==> src/verilog/adc_frame_macros.svh <==
`ifndef ADC_FRAME_MACROS_SVH
`define ADC_FRAME_MACROS_SVH

// beat and word widths
`define SAMPLE_WIDTH 128
`define WORD_WIDTH 64
`define STAMP_WIDTH 48
`define ADC_WIDTH 12

// trigger stretch counter
`define HOLD_WIDTH 5

// frame limit
`define MAX_FRAME_BEATS 16

// data fifo holds at least one full frame
`define DATA_FIFO_DEPTH 32
`define INFO_FIFO_DEPTH 4

// frame markers
`define HEADER_ID 8'hFF
`define FOOTER_ID 8'h0F

`endif

==> src/verilog/frame_format_pkg.sv <==
`include "adc_frame_macros.svh"

package frame_format_pkg;

  // first word of a frame
  typedef struct packed {
    logic [7:0]                  id;
    logic [3:0]                  channel;
    logic [`STAMP_WIDTH/2-1:0]   stamp_lo;
    logic [11:0]                 pad;
    logic [15:0]                 length;
  } header_t;

  // last word with all-ones fills
  typedef struct packed {
    logic [15-`ADC_WIDTH:0]      base_fill;
    logic [`ADC_WIDTH-1:0]       baseline;
    logic [14-`ADC_WIDTH:0]      thr_fill;
    logic [`ADC_WIDTH:0]         threshold;
    logic [`STAMP_WIDTH/2-1:0]   stamp_hi;
    logic [7:0]                  id;
  } footer_t;

  // one output word seen as either marker
  typedef union packed {
    header_t header;
    footer_t footer;
  } frame_word_u;

  // one entry per closed frame
  typedef struct packed {
    footer_t footer;
    header_t header;
  } info_t;

endpackage

==> src/verilog/stream_pkg.sv <==
`include "adc_frame_macros.svh"

package stream_pkg;

  // raw input beat of 201 bits
  typedef struct packed {
    logic [`SAMPLE_WIDTH-1:0] sample;
    logic [`STAMP_WIDTH-1:0]  stamp;
    logic [`ADC_WIDTH-1:0]    baseline;
    logic [`ADC_WIDTH:0]      threshold;
  } in_beat_t;

  // beat with frame boundary marks
  typedef struct packed {
    in_beat_t beat;
    logic     frame_open;
    logic     frame_close;
  } dec_beat_t;

  // timeout close with no beat attached
  typedef logic close_t;

endpackage
==> src/verilog/adc_frame_top.sv <==
`timescale 1ns/1ps
`include "adc_frame_macros.svh"

module adc_frame_top #(
  parameter int CHANNEL_ID = 0
) (
  input  logic                    WR_CLK,
  input  logic                    WR_RESET,
  input  logic [`HOLD_WIDTH-1:0]  hold_len,
  input  logic                    in_valid,
  input  stream_pkg::in_beat_t    in_beat,
  output logic                    in_ready,
  output logic                    out_valid,
  output logic [`WORD_WIDTH-1:0]  out_data,
  output logic                    out_last,
  input  logic                    out_ready
);

  localparam int INFO_WIDTH = $bits(frame_format_pkg::info_t);

  logic                       dec_valid;
  logic                       dec_ready;
  stream_pkg::dec_beat_t      dec_beat;
  stream_pkg::close_t         close_valid;
  logic                       data_wr_valid;
  logic                       data_wr_ready;
  logic [`SAMPLE_WIDTH-1:0]   data_wr;
  logic                       info_wr_valid;
  logic                       info_wr_ready;
  frame_format_pkg::info_t    info_wr;
  logic                       data_rd_valid;
  logic                       data_rd_ready;
  logic [`SAMPLE_WIDTH-1:0]   data_rd;
  logic                       info_rd_valid;
  logic                       info_rd_ready;
  frame_format_pkg::info_t    info_rd;

  beat_decoder dec0 (
    .WR_CLK      (WR_CLK),
    .WR_RESET    (WR_RESET),
    .hold_len    (hold_len),
    .in_valid    (in_valid),
    .in_beat     (in_beat),
    .in_ready    (in_ready),
    .dec_valid   (dec_valid),
    .dec_beat    (dec_beat),
    .dec_ready   (dec_ready),
    .close_valid (close_valid)
  );

  frame_assembler #(
    .CHANNEL_ID (CHANNEL_ID)
  ) asm0 (
    .WR_CLK        (WR_CLK),
    .WR_RESET      (WR_RESET),
    .dec_valid     (dec_valid),
    .dec_beat      (dec_beat),
    .dec_ready     (dec_ready),
    .close_valid   (close_valid),
    .data_wr_valid (data_wr_valid),
    .data_wr       (data_wr),
    .data_wr_ready (data_wr_ready),
    .info_wr_valid (info_wr_valid),
    .info_wr       (info_wr),
    .info_wr_ready (info_wr_ready)
  );

  frame_fifo #(
    .WIDTH (`SAMPLE_WIDTH),
    .DEPTH (`DATA_FIFO_DEPTH)
  ) data_fifo0 (
    .WR_CLK   (WR_CLK),
    .WR_RESET (WR_RESET),
    .wr_valid (data_wr_valid),
    .wr_data  (data_wr),
    .wr_ready (data_wr_ready),
    .rd_valid (data_rd_valid),
    .rd_data  (data_rd),
    .rd_ready (data_rd_ready)
  );

  frame_fifo #(
    .WIDTH (INFO_WIDTH),
    .DEPTH (`INFO_FIFO_DEPTH)
  ) info_fifo0 (
    .WR_CLK   (WR_CLK),
    .WR_RESET (WR_RESET),
    .wr_valid (info_wr_valid),
    .wr_data  (info_wr),
    .wr_ready (info_wr_ready),
    .rd_valid (info_rd_valid),
    .rd_data  (info_rd),
    .rd_ready (info_rd_ready)
  );

  frame_serializer ser0 (
    .WR_CLK     (WR_CLK),
    .WR_RESET   (WR_RESET),
    .info_valid (info_rd_valid),
    .info       (info_rd),
    .info_ready (info_rd_ready),
    .data_valid (data_rd_valid),
    .data       (data_rd),
    .data_ready (data_rd_ready),
    .out_valid  (out_valid),
    .out_data   (out_data),
    .out_last   (out_last),
    .out_ready  (out_ready)
  );

endmodule

==> src/verilog/beat_decoder.sv <==
`timescale 1ns/1ps
`include "adc_frame_macros.svh"

module beat_decoder (
  input  logic                     WR_CLK,
  input  logic                     WR_RESET,
  input  logic [`HOLD_WIDTH-1:0]   hold_len,
  input  logic                     in_valid,
  input  stream_pkg::in_beat_t     in_beat,
  output logic                     in_ready,
  output logic                     dec_valid,
  output stream_pkg::dec_beat_t    dec_beat,
  input  logic                     dec_ready,
  output stream_pkg::close_t       close_valid
);

  localparam int CNT_W = $clog2(`MAX_FRAME_BEATS) + 1;

  logic                   run_q;
  logic [`HOLD_WIDTH-1:0] hold_q;
  logic                   open_q;
  logic [CNT_W-1:0]       count_q;
  logic [CNT_W-1:0]       count_next;
  logic [`HOLD_WIDTH:0]   gap_q;
  logic                   in_fire;
  logic                   due;
  logic                   starts;
  logic                   ends;

  assign in_ready = run_q & (~dec_valid | dec_ready);
  assign in_fire = in_valid & in_ready;

  // gap past hold_len, or at hold_len with no beat now
  assign due = open_q & ((gap_q > {1'b0, hold_q}) | ((gap_q == {1'b0, hold_q}) & ~in_fire));

  // a beat of this frame still in the stage goes first
  assign close_valid = due & (~dec_valid | dec_ready);

  assign starts = ~open_q | due;
  assign count_next = starts ? CNT_W'(1) : count_q + 1'b1;
  assign ends = (count_next == CNT_W'(`MAX_FRAME_BEATS));

  always_ff @(posedge WR_CLK) begin
    if (WR_RESET) begin
      hold_q <= hold_len;
      run_q <= 1'b0;
      open_q <= 1'b0;
      count_q <= '0;
      gap_q <= '0;
      dec_valid <= 1'b0;
    end else begin
      run_q <= 1'b1;
      if (in_fire) begin
        open_q <= ~ends;
        count_q <= count_next;
        gap_q <= '0;
      end else begin
        if (close_valid) begin
          open_q <= 1'b0;
        end
        if (open_q && gap_q != '1) begin
          gap_q <= gap_q + 1'b1;
        end
      end
      if (in_fire) begin
        dec_valid <= 1'b1;
      end else if (dec_ready) begin
        dec_valid <= 1'b0;
      end
    end
  end

  // one-entry stage
  always_ff @(posedge WR_CLK) begin
    if (in_fire) begin
      dec_beat.beat <= in_beat;
      dec_beat.frame_open <= starts;
      dec_beat.frame_close <= ends;
    end
  end

endmodule

==> src/verilog/frame_assembler.sv <==
`timescale 1ns/1ps
`include "adc_frame_macros.svh"

module frame_assembler #(
  parameter int CHANNEL_ID = 0
) (
  input  logic                        WR_CLK,
  input  logic                        WR_RESET,
  input  logic                        dec_valid,
  input  stream_pkg::dec_beat_t       dec_beat,
  output logic                        dec_ready,
  input  stream_pkg::close_t          close_valid,
  output logic                        data_wr_valid,
  output logic [`SAMPLE_WIDTH-1:0]    data_wr,
  input  logic                        data_wr_ready,
  output logic                        info_wr_valid,
  output frame_format_pkg::info_t     info_wr,
  input  logic                        info_wr_ready
);

  localparam int CNT_W = $clog2(`MAX_FRAME_BEATS) + 1;

  logic                       dec_fire;
  logic                       close_now;
  logic [CNT_W-1:0]           count_q;
  logic [CNT_W-1:0]           count_next;
  logic [`STAMP_WIDTH/2-1:0]  stamp_lo_q;
  logic [`STAMP_WIDTH/2-1:0]  stamp_lo_next;
  frame_format_pkg::footer_t  footer_q;
  frame_format_pkg::footer_t  footer_next;
  frame_format_pkg::header_t  header_next;

  // both write stages must have room
  assign dec_ready = (~data_wr_valid | data_wr_ready) & (~info_wr_valid | info_wr_ready);
  assign dec_fire = dec_valid & dec_ready;
  assign close_now = close_valid | (dec_fire & dec_beat.frame_close);

  // running frame fields including the beat taken this cycle
  always_comb begin
    count_next = count_q;
    stamp_lo_next = stamp_lo_q;
    footer_next = footer_q;
    if (dec_fire) begin
      if (dec_beat.frame_open) begin
        count_next = CNT_W'(1);
        stamp_lo_next = dec_beat.beat.stamp[`STAMP_WIDTH/2-1:0];
      end else begin
        count_next = count_q + 1'b1;
      end
      // last beat wins
      footer_next.base_fill = '1;
      footer_next.baseline = dec_beat.beat.baseline;
      footer_next.thr_fill = '1;
      footer_next.threshold = dec_beat.beat.threshold;
      footer_next.stamp_hi = dec_beat.beat.stamp[`STAMP_WIDTH-1 -: `STAMP_WIDTH/2];
      footer_next.id = `FOOTER_ID;
    end
  end

  always_comb begin
    header_next.id = `HEADER_ID;
    header_next.channel = 4'(CHANNEL_ID);
    header_next.stamp_lo = stamp_lo_next;
    header_next.pad = '0;
    // two words per beat
    header_next.length = 16'({count_next, 1'b0});
  end

  always_ff @(posedge WR_CLK) begin
    if (WR_RESET) begin
      count_q <= '0;
      data_wr_valid <= 1'b0;
      info_wr_valid <= 1'b0;
    end else begin
      if (dec_fire) begin
        count_q <= count_next;
      end
      if (dec_fire) begin
        data_wr_valid <= 1'b1;
      end else if (data_wr_ready) begin
        data_wr_valid <= 1'b0;
      end
      if (close_now) begin
        info_wr_valid <= 1'b1;
      end else if (info_wr_ready) begin
        info_wr_valid <= 1'b0;
      end
    end
  end

  always_ff @(posedge WR_CLK) begin
    if (dec_fire) begin
      stamp_lo_q <= stamp_lo_next;
      footer_q <= footer_next;
      data_wr <= dec_beat.beat.sample;
    end
    if (close_now) begin
      info_wr.header <= header_next;
      info_wr.footer <= footer_next;
    end
  end

endmodule

==> src/verilog/frame_fifo.sv <==
`timescale 1ns/1ps

module frame_fifo #(
  parameter int WIDTH = 8,
  parameter int DEPTH = 4
) (
  input  logic             WR_CLK,
  input  logic             WR_RESET,
  input  logic             wr_valid,
  input  logic [WIDTH-1:0] wr_data,
  output logic             wr_ready,
  output logic             rd_valid,
  output logic [WIDTH-1:0] rd_data,
  input  logic             rd_ready
);

  localparam int PTR_W = (DEPTH > 1) ? $clog2(DEPTH) : 1;
  localparam int CNT_W = $clog2(DEPTH + 1);

  logic [WIDTH-1:0] mem [DEPTH];
  logic [PTR_W-1:0] wr_ptr;
  logic [PTR_W-1:0] rd_ptr;
  logic [CNT_W-1:0] count;
  logic             wr_fire;
  logic             rd_fire;

  assign wr_ready = (count != CNT_W'(DEPTH));
  assign rd_valid = (count != '0);
  assign rd_data = mem[rd_ptr];
  assign wr_fire = wr_valid & wr_ready;
  assign rd_fire = rd_valid & rd_ready;

  always_ff @(posedge WR_CLK) begin
    if (WR_RESET) begin
      wr_ptr <= '0;
      rd_ptr <= '0;
      count <= '0;
    end else begin
      if (wr_fire) begin
        wr_ptr <= (wr_ptr == PTR_W'(DEPTH - 1)) ? '0 : wr_ptr + 1'b1;
      end
      if (rd_fire) begin
        rd_ptr <= (rd_ptr == PTR_W'(DEPTH - 1)) ? '0 : rd_ptr + 1'b1;
      end
      case ({wr_fire, rd_fire})
        2'b10: count <= count + 1'b1;
        2'b01: count <= count - 1'b1;
        default: count <= count;
      endcase
    end
  end

  always_ff @(posedge WR_CLK) begin
    if (wr_fire) begin
      mem[wr_ptr] <= wr_data;
    end
  end

endmodule

==> src/verilog/frame_serializer.sv <==
`timescale 1ns/1ps
`include "adc_frame_macros.svh"

module frame_serializer (
  input  logic                      WR_CLK,
  input  logic                      WR_RESET,
  input  logic                      info_valid,
  input  frame_format_pkg::info_t   info,
  output logic                      info_ready,
  input  logic                      data_valid,
  input  logic [`SAMPLE_WIDTH-1:0]  data,
  output logic                      data_ready,
  output logic                      out_valid,
  output logic [`WORD_WIDTH-1:0]    out_data,
  output logic                      out_last,
  input  logic                      out_ready
);

  typedef enum logic [2:0] {
    S_IDLE,
    S_HEADER,
    S_UPPER,
    S_LOWER,
    S_FOOTER
  } state_t;

  state_t                        state_q;
  logic [15:0]                   words_q;
  logic                          out_fire;
  frame_format_pkg::frame_word_u head_word;

  assign head_word = info.header;
  assign out_fire = out_valid & out_ready;
  assign out_last = (state_q == S_FOOTER);

  // info stays at the FIFO head until its footer leaves
  assign info_ready = out_fire & (state_q == S_FOOTER);
  assign data_ready = out_fire & (state_q == S_LOWER);

  // FIFO heads only move on a pop, so the word holds under stall
  always_comb begin
    case (state_q)
      S_HEADER: begin
        out_valid = info_valid;
        out_data = head_word;
      end
      S_UPPER: begin
        out_valid = data_valid;
        out_data = data[`SAMPLE_WIDTH-1 -: `WORD_WIDTH];
      end
      S_LOWER: begin
        out_valid = data_valid;
        out_data = data[`WORD_WIDTH-1:0];
      end
      S_FOOTER: begin
        out_valid = info_valid;
        out_data = info.footer;
      end
      default: begin
        out_valid = 1'b0;
        out_data = head_word;
      end
    endcase
  end

  always_ff @(posedge WR_CLK) begin
    if (WR_RESET) begin
      state_q <= S_IDLE;
      words_q <= '0;
    end else begin
      case (state_q)
        S_IDLE: begin
          if (info_valid) begin
            state_q <= S_HEADER;
          end
        end
        S_HEADER: begin
          if (out_fire) begin
            words_q <= head_word.header.length;
            state_q <= (head_word.header.length == '0) ? S_FOOTER : S_UPPER;
          end
        end
        S_UPPER: begin
          if (out_fire) begin
            words_q <= words_q - 1'b1;
            state_q <= S_LOWER;
          end
        end
        S_LOWER: begin
          if (out_fire) begin
            words_q <= words_q - 1'b1;
            state_q <= (words_q == 16'd1) ? S_FOOTER : S_UPPER;
          end
        end
        S_FOOTER: begin
          if (out_fire) begin
            state_q <= S_IDLE;
          end
        end
        default: state_q <= S_IDLE;
      endcase
    end
  end

endmodule

==> config.mk <==
export PLATFORM = sky130hd
export DESIGN_NAME = adc_frame_top
export DESIGN_NICKNAME = d
export VERILOG_FILES = /design/src/verilog/frame_format_pkg.sv /design/src/verilog/stream_pkg.sv /design/src/verilog/adc_frame_top.sv /design/src/verilog/beat_decoder.sv /design/src/verilog/frame_assembler.sv /design/src/verilog/frame_fifo.sv /design/src/verilog/frame_serializer.sv
export VERILOG_INCLUDE_DIRS = /design/src /design/src/verilog
export SDC_FILE = /design/constraint.sdc
export NUM_CORES = 2
export LEC_CHECK = 0
export BUFFER_PORTS_ARGS = -buffer_cell sky130_fd_sc_hd__buf_2
export CORE_MARGIN = 2
export CORE_UTILIZATION = 62
export DETAILED_ROUTE_END_ITERATION = 6
export GPL_TIMING_DRIVEN = 1
export PLACE_DENSITY = 0.79
export SETUP_SLACK_MARGIN = 0.5
export SYNTH_ARGS = -nofsm -noshare
export SYNTH_HDL_FRONTEND = slang
export SYNTH_MEMORY_MAX_BITS = 65536
export SYNTH_SLANG_ARGS = --single-unit
==> constraint.sdc <==
create_clock -name WR_CLK -period 12.5 [get_ports WR_CLK]
set_clock_uncertainty 0.2 [all_clocks]
set_input_delay 1.875 -clock WR_CLK [delete_from_list [all_inputs] [get_ports WR_CLK]]
set_output_delay 1.875 -clock WR_CLK [all_outputs]
set_load 0.03 [all_outputs]
==> results by group <==
Status
  • Status: finished, final reports clean

Synthesis
  • Synth async-reset ratio: 0%
  • Syn nets: 8281
  • Post-synth cell types: 73
  • Syn_area_per_cell: between 20 and 25 sq um
  • Post-synth top flop: edfxtp_1
  • Sequential area share after synthesis: between 70% and 80%
  • Syn Inst Count: 8044
  • EDFF count, synth: roughly 5.0k
  • Ys Warns: 0
  • FF+latch count, synth: ~5k
  • Synthesized area: ~0.19 sq mm

Timing
  • Tcrit/Tclk final: between 60 and 70%
  • Final Max Tran Viols: 0
  • Min Tclk post-route: just under 8 ns
  • Fin. Hold Viols: 0
  • Unrepaired setup endpoints after global routing: no
  • Max-slew headroom: under 10%
  • Final setup violation count: 0
  • Achievable Freq: 126.6 MHz
  • Setup_tns: 0 ns
  • Transition time of the tightest slew-check pin: ~1.4 ns

Clocking
  • Cts bufs inserted: about 470
  • H-tree Lvls: 5
  • Clock-pin slew on the worst setup and hold paths: roughly 0.070 ns
  • Number of buffers on the longest clock path: 4
  • Clock Tree Root: clkbuf_16
  • CTS resizes: 0
  • # hold bufs at CTS: 0
  • Clock tree sinks: 5055
  • Post-CTS setup buffers: 0
  • CTS tree: yes
  • Worst-skew pair later-pin latency: 1.00 ns

Placed design
  • PortBufs: about 280
  • Final Wtd Congestion: roughly 0.78
  • Placed cell area: 0.1955 sq mm
  • DP Wirelength: between 200000 and 250000 microns

Die
  • Die area: 0.3093 sq mm
  • # IOs: between 200 and 300
  • Die width: about 560 microns
  • Core Region: between 0.3 and 0.4 sq mm
  • Row count: ~200
  • Die extent in y: between 500 and 600 microns
  • Initial core utilization: between 60 and 70%

Global routing
  • Antenna violations before repair: 27
  • Number of global-route vias before repair: 95.99k
  • Gr ovfl total: 0
  • Gr usage total: between 30% and 40%
  • Largest net degree at the start of global routing: around 160
  • First-pass GRT wire length: between 700000 and 800000 microns

Cells and area
  • Fillcell total: around 16k
  • Area grow syn2layout: 11.23%
  • Layout cells sized above 1: about 27%
  • Fin area: ~0.21 sq mm
  • Commonest non-fill, non-tap cells in the layout: edfxtp_1, mux4_2, clkbuf_16, buf_2, nand2_1
  • Commonest non-fill, non-tap cell in the layout: edfxtp_1
  • Post-layout net count: about 8.8k

Run
  • Maxcap violations: 0

Route
  • # DRC: 0
  • Wire per inst: slightly above 40 microns
  • TritonRoute pass-1 iters: 5
  • DRT antenna net count: 0
  • Total wire length: roughly 530000 microns
  • Via-per-instance ratio: 7.284
  • DRT iter0 DRCs: between 15k and 20k
  • Vias: approximately 94k

Worst setup path
  • Critical path cell sequence: buf_4 > buf_4 > mux4_2 > a22o_1 > o21ai_1 > o2111ai_1 > o32a_1 > buf_2
  • Slowest CP cell: buf_4
  • Crit start category: flip-flop
  • Worst-path fanout max: 53
  • CP Capture Type: output pin
  • CP required: 10.43 ns
  • Crit path max-delay family: buffers and inverters
  • CP Buf/Inv Count: 3
  • Worst r2r src: data_fifo0.count[3]
  • CP dominant cell by count: buf_4
  • Crit path DAT: just under 6 ns
  • CP peak stage delay: 0.91 ns
  • Crit Path Category: reg2out

Power
  • P per Cell Area: about 160 mW/mm^2
  • Static Leak: around 0.064 uW
  • Peak VDD IR: 0.1477 mV

Min path
  • Hold wc startpoint: dec0.dec_beat[136]
  • HP Class: reg2reg
## area by class of cell
class | count | area [sq um] | area share, %
clock buffers | 582 | 12300 | 5.852
inverters | 30 | 121.4 | 0.05772
clock inverters | 268 | 2410 | 1.146
multi-input cells | 2542 | 36310 | 17.27
well taps | 3978 | 4977 | 2.367
flip-flops and latches | 5055 | 151100 | 71.87
repair buffers | 434 | 2980 | 1.417
diodes | 18 | 45.04 | 0.02142
## cells by family (layout without fill, tap and decap cells)
| kind of cell | count (synthesis) | after routing | synth area share (%) |
|---|---|---|---|
| multiplexers | 1362 | 1362 | 15.27 |
| AO/OA/AOI/OAI | 586 | 586 | 2.121 |
| AND/OR/NAND/NOR | 551 | 551 | 1.360 |
| flip-flops | 5055 | 5055 | 79.93 |
| adder cells (fa/ha/maj) | 27 | 27 | 0.1827 |
| other | 0 | 18 | 0 |
| buffers and inverters | 447 | 1314 | 1.058 |
| XOR/XNOR | 16 | 16 | 0.07413 |
## stage by stage
step | hold WS [ns] | power (uW) | setup slack (ns) | util, % | std cells
5_1_grt | 0.2077 | 33510 | 4.262 | 69.38 | 12900
4_1_cts | 0.2053 | 32930 | 4.448 | 69.37 | 12890
3_5_place_dp | 0.2045 | 19220 | 5.728 | 64.52 | 12040
2_1_floorplan | 0.2003 | 19080 | 2.899 | - | 8044
3_3_place_gp | 0.2024 | 19200 | 5.757 | 64.52 | 12040
6_report | 0.2132 | 32900 | 4.600 | 69.39 | 12910
## cells in the mapped netlist, types with 5 or more instances
| cell | instances | area, sq um |
|---|---|---|
| and3_1 | 10 | 62.56 |
| nand2_1 | 237 | 889.6 |
| o2111ai_1 | 24 | 210.2 |
| nand3b_1 | 7 | 52.55 |
| nor2_1 | 119 | 446.7 |
| o31ai_1 | 6 | 45.04 |
| or3_1 | 5 | 31.28 |
| o22ai_1 | 33 | 206.5 |
| xnor2_1 | 6 | 52.55 |
| nor3b_1 | 6 | 45.04 |
| a22o_1 | 52 | 455.4 |
| xor2_1 | 10 | 87.58 |
| nand4_1 | 6 | 37.54 |
| buf_4 | 23 | 172.7 |
| a21oi_1 | 161 | 805.8 |
| nand3_1 | 53 | 265.3 |
| dfxtp_1 | 70 | 1401 |
| a211oi_1 | 20 | 150.1 |
| mux2_2 | 30 | 337.8 |
| ha_1 | 26 | 325.3 |
| nor3_1 | 19 | 95.09 |
| buf_1 | 37 | 138.9 |
| edfxtp_1 | 4985 | 149700 |
| o32a_1 | 24 | 240.2 |
| nand2b_1 | 21 | 131.4 |
| clkbuf_1 | 198 | 743.2 |
| o21ai_0 | 35 | 175.2 |
| a311oi_1 | 6 | 52.55 |
| nor2b_1 | 20 | 125.1 |
| a22oi_1 | 166 | 1246 |
| mux4_2 | 1215 | 27360 |
| a2111oi_0 | 9 | 78.83 |
| buf_2 | 152 | 760.7 |
| and2_1 | 13 | 81.33 |
| inv_1 | 26 | 97.59 |
| o21ai_1 | 21 | 105.1 |
| mux2i_1 | 117 | 1171 |
| buf_6 | 6 | 67.56 |
## registers in the layout, summed over array words and instances (netlist names), 3 cells and up, named ones only
register	flops
data_fifo0.wr_ptr	5
dec0.dec_beat	203
dec0.count_q	5
asm0.count_q	5
asm0.stamp_lo_q	24
ser0.words_q	16
data_fifo0.rd_ptr	5
asm0.data_wr	128
info_fifo0.mem	372
ser0.state_q	3
data_fifo0.count	6
info_fifo0.count	3
dec0.gap_q	6
data_fifo0.mem	4096
asm0.info_wr	93
asm0.footer_q	64
dec0.hold_q	5
## report_power, final
part	total (uW)	internal [uW]	switching (uW)
Combinational	187	57.4	129
Sequential	18700	18600	122
Clock	14000	7730	6300
Total	32900	26300	6550
## worst paths after layout
path / to / slack, ns / cells past startpoint
worst max-delay path: out_data[34] / 4.60 / 8
worst min-delay path: asm0.data_wr[61] / 0.21 / 0
worst max register to register: data_fifo0.mem[28][92] / 7.12 / 7
worst min register to register: asm0.data_wr[61] / 0.21 / 0
## layer usage
layer / vias to the layer above / global-route usage [%] / routed length (microns)
met5: - / 0 / 87
met4: 14 / 20.71 / 39130
met3: 1675 / 6.845 / 66640
met1: 48700 / 43.90 / 163700
li1: 35290 / - / -
met2: 8343 / 54.96 / 255600
(Power assumes the default switching activity.)
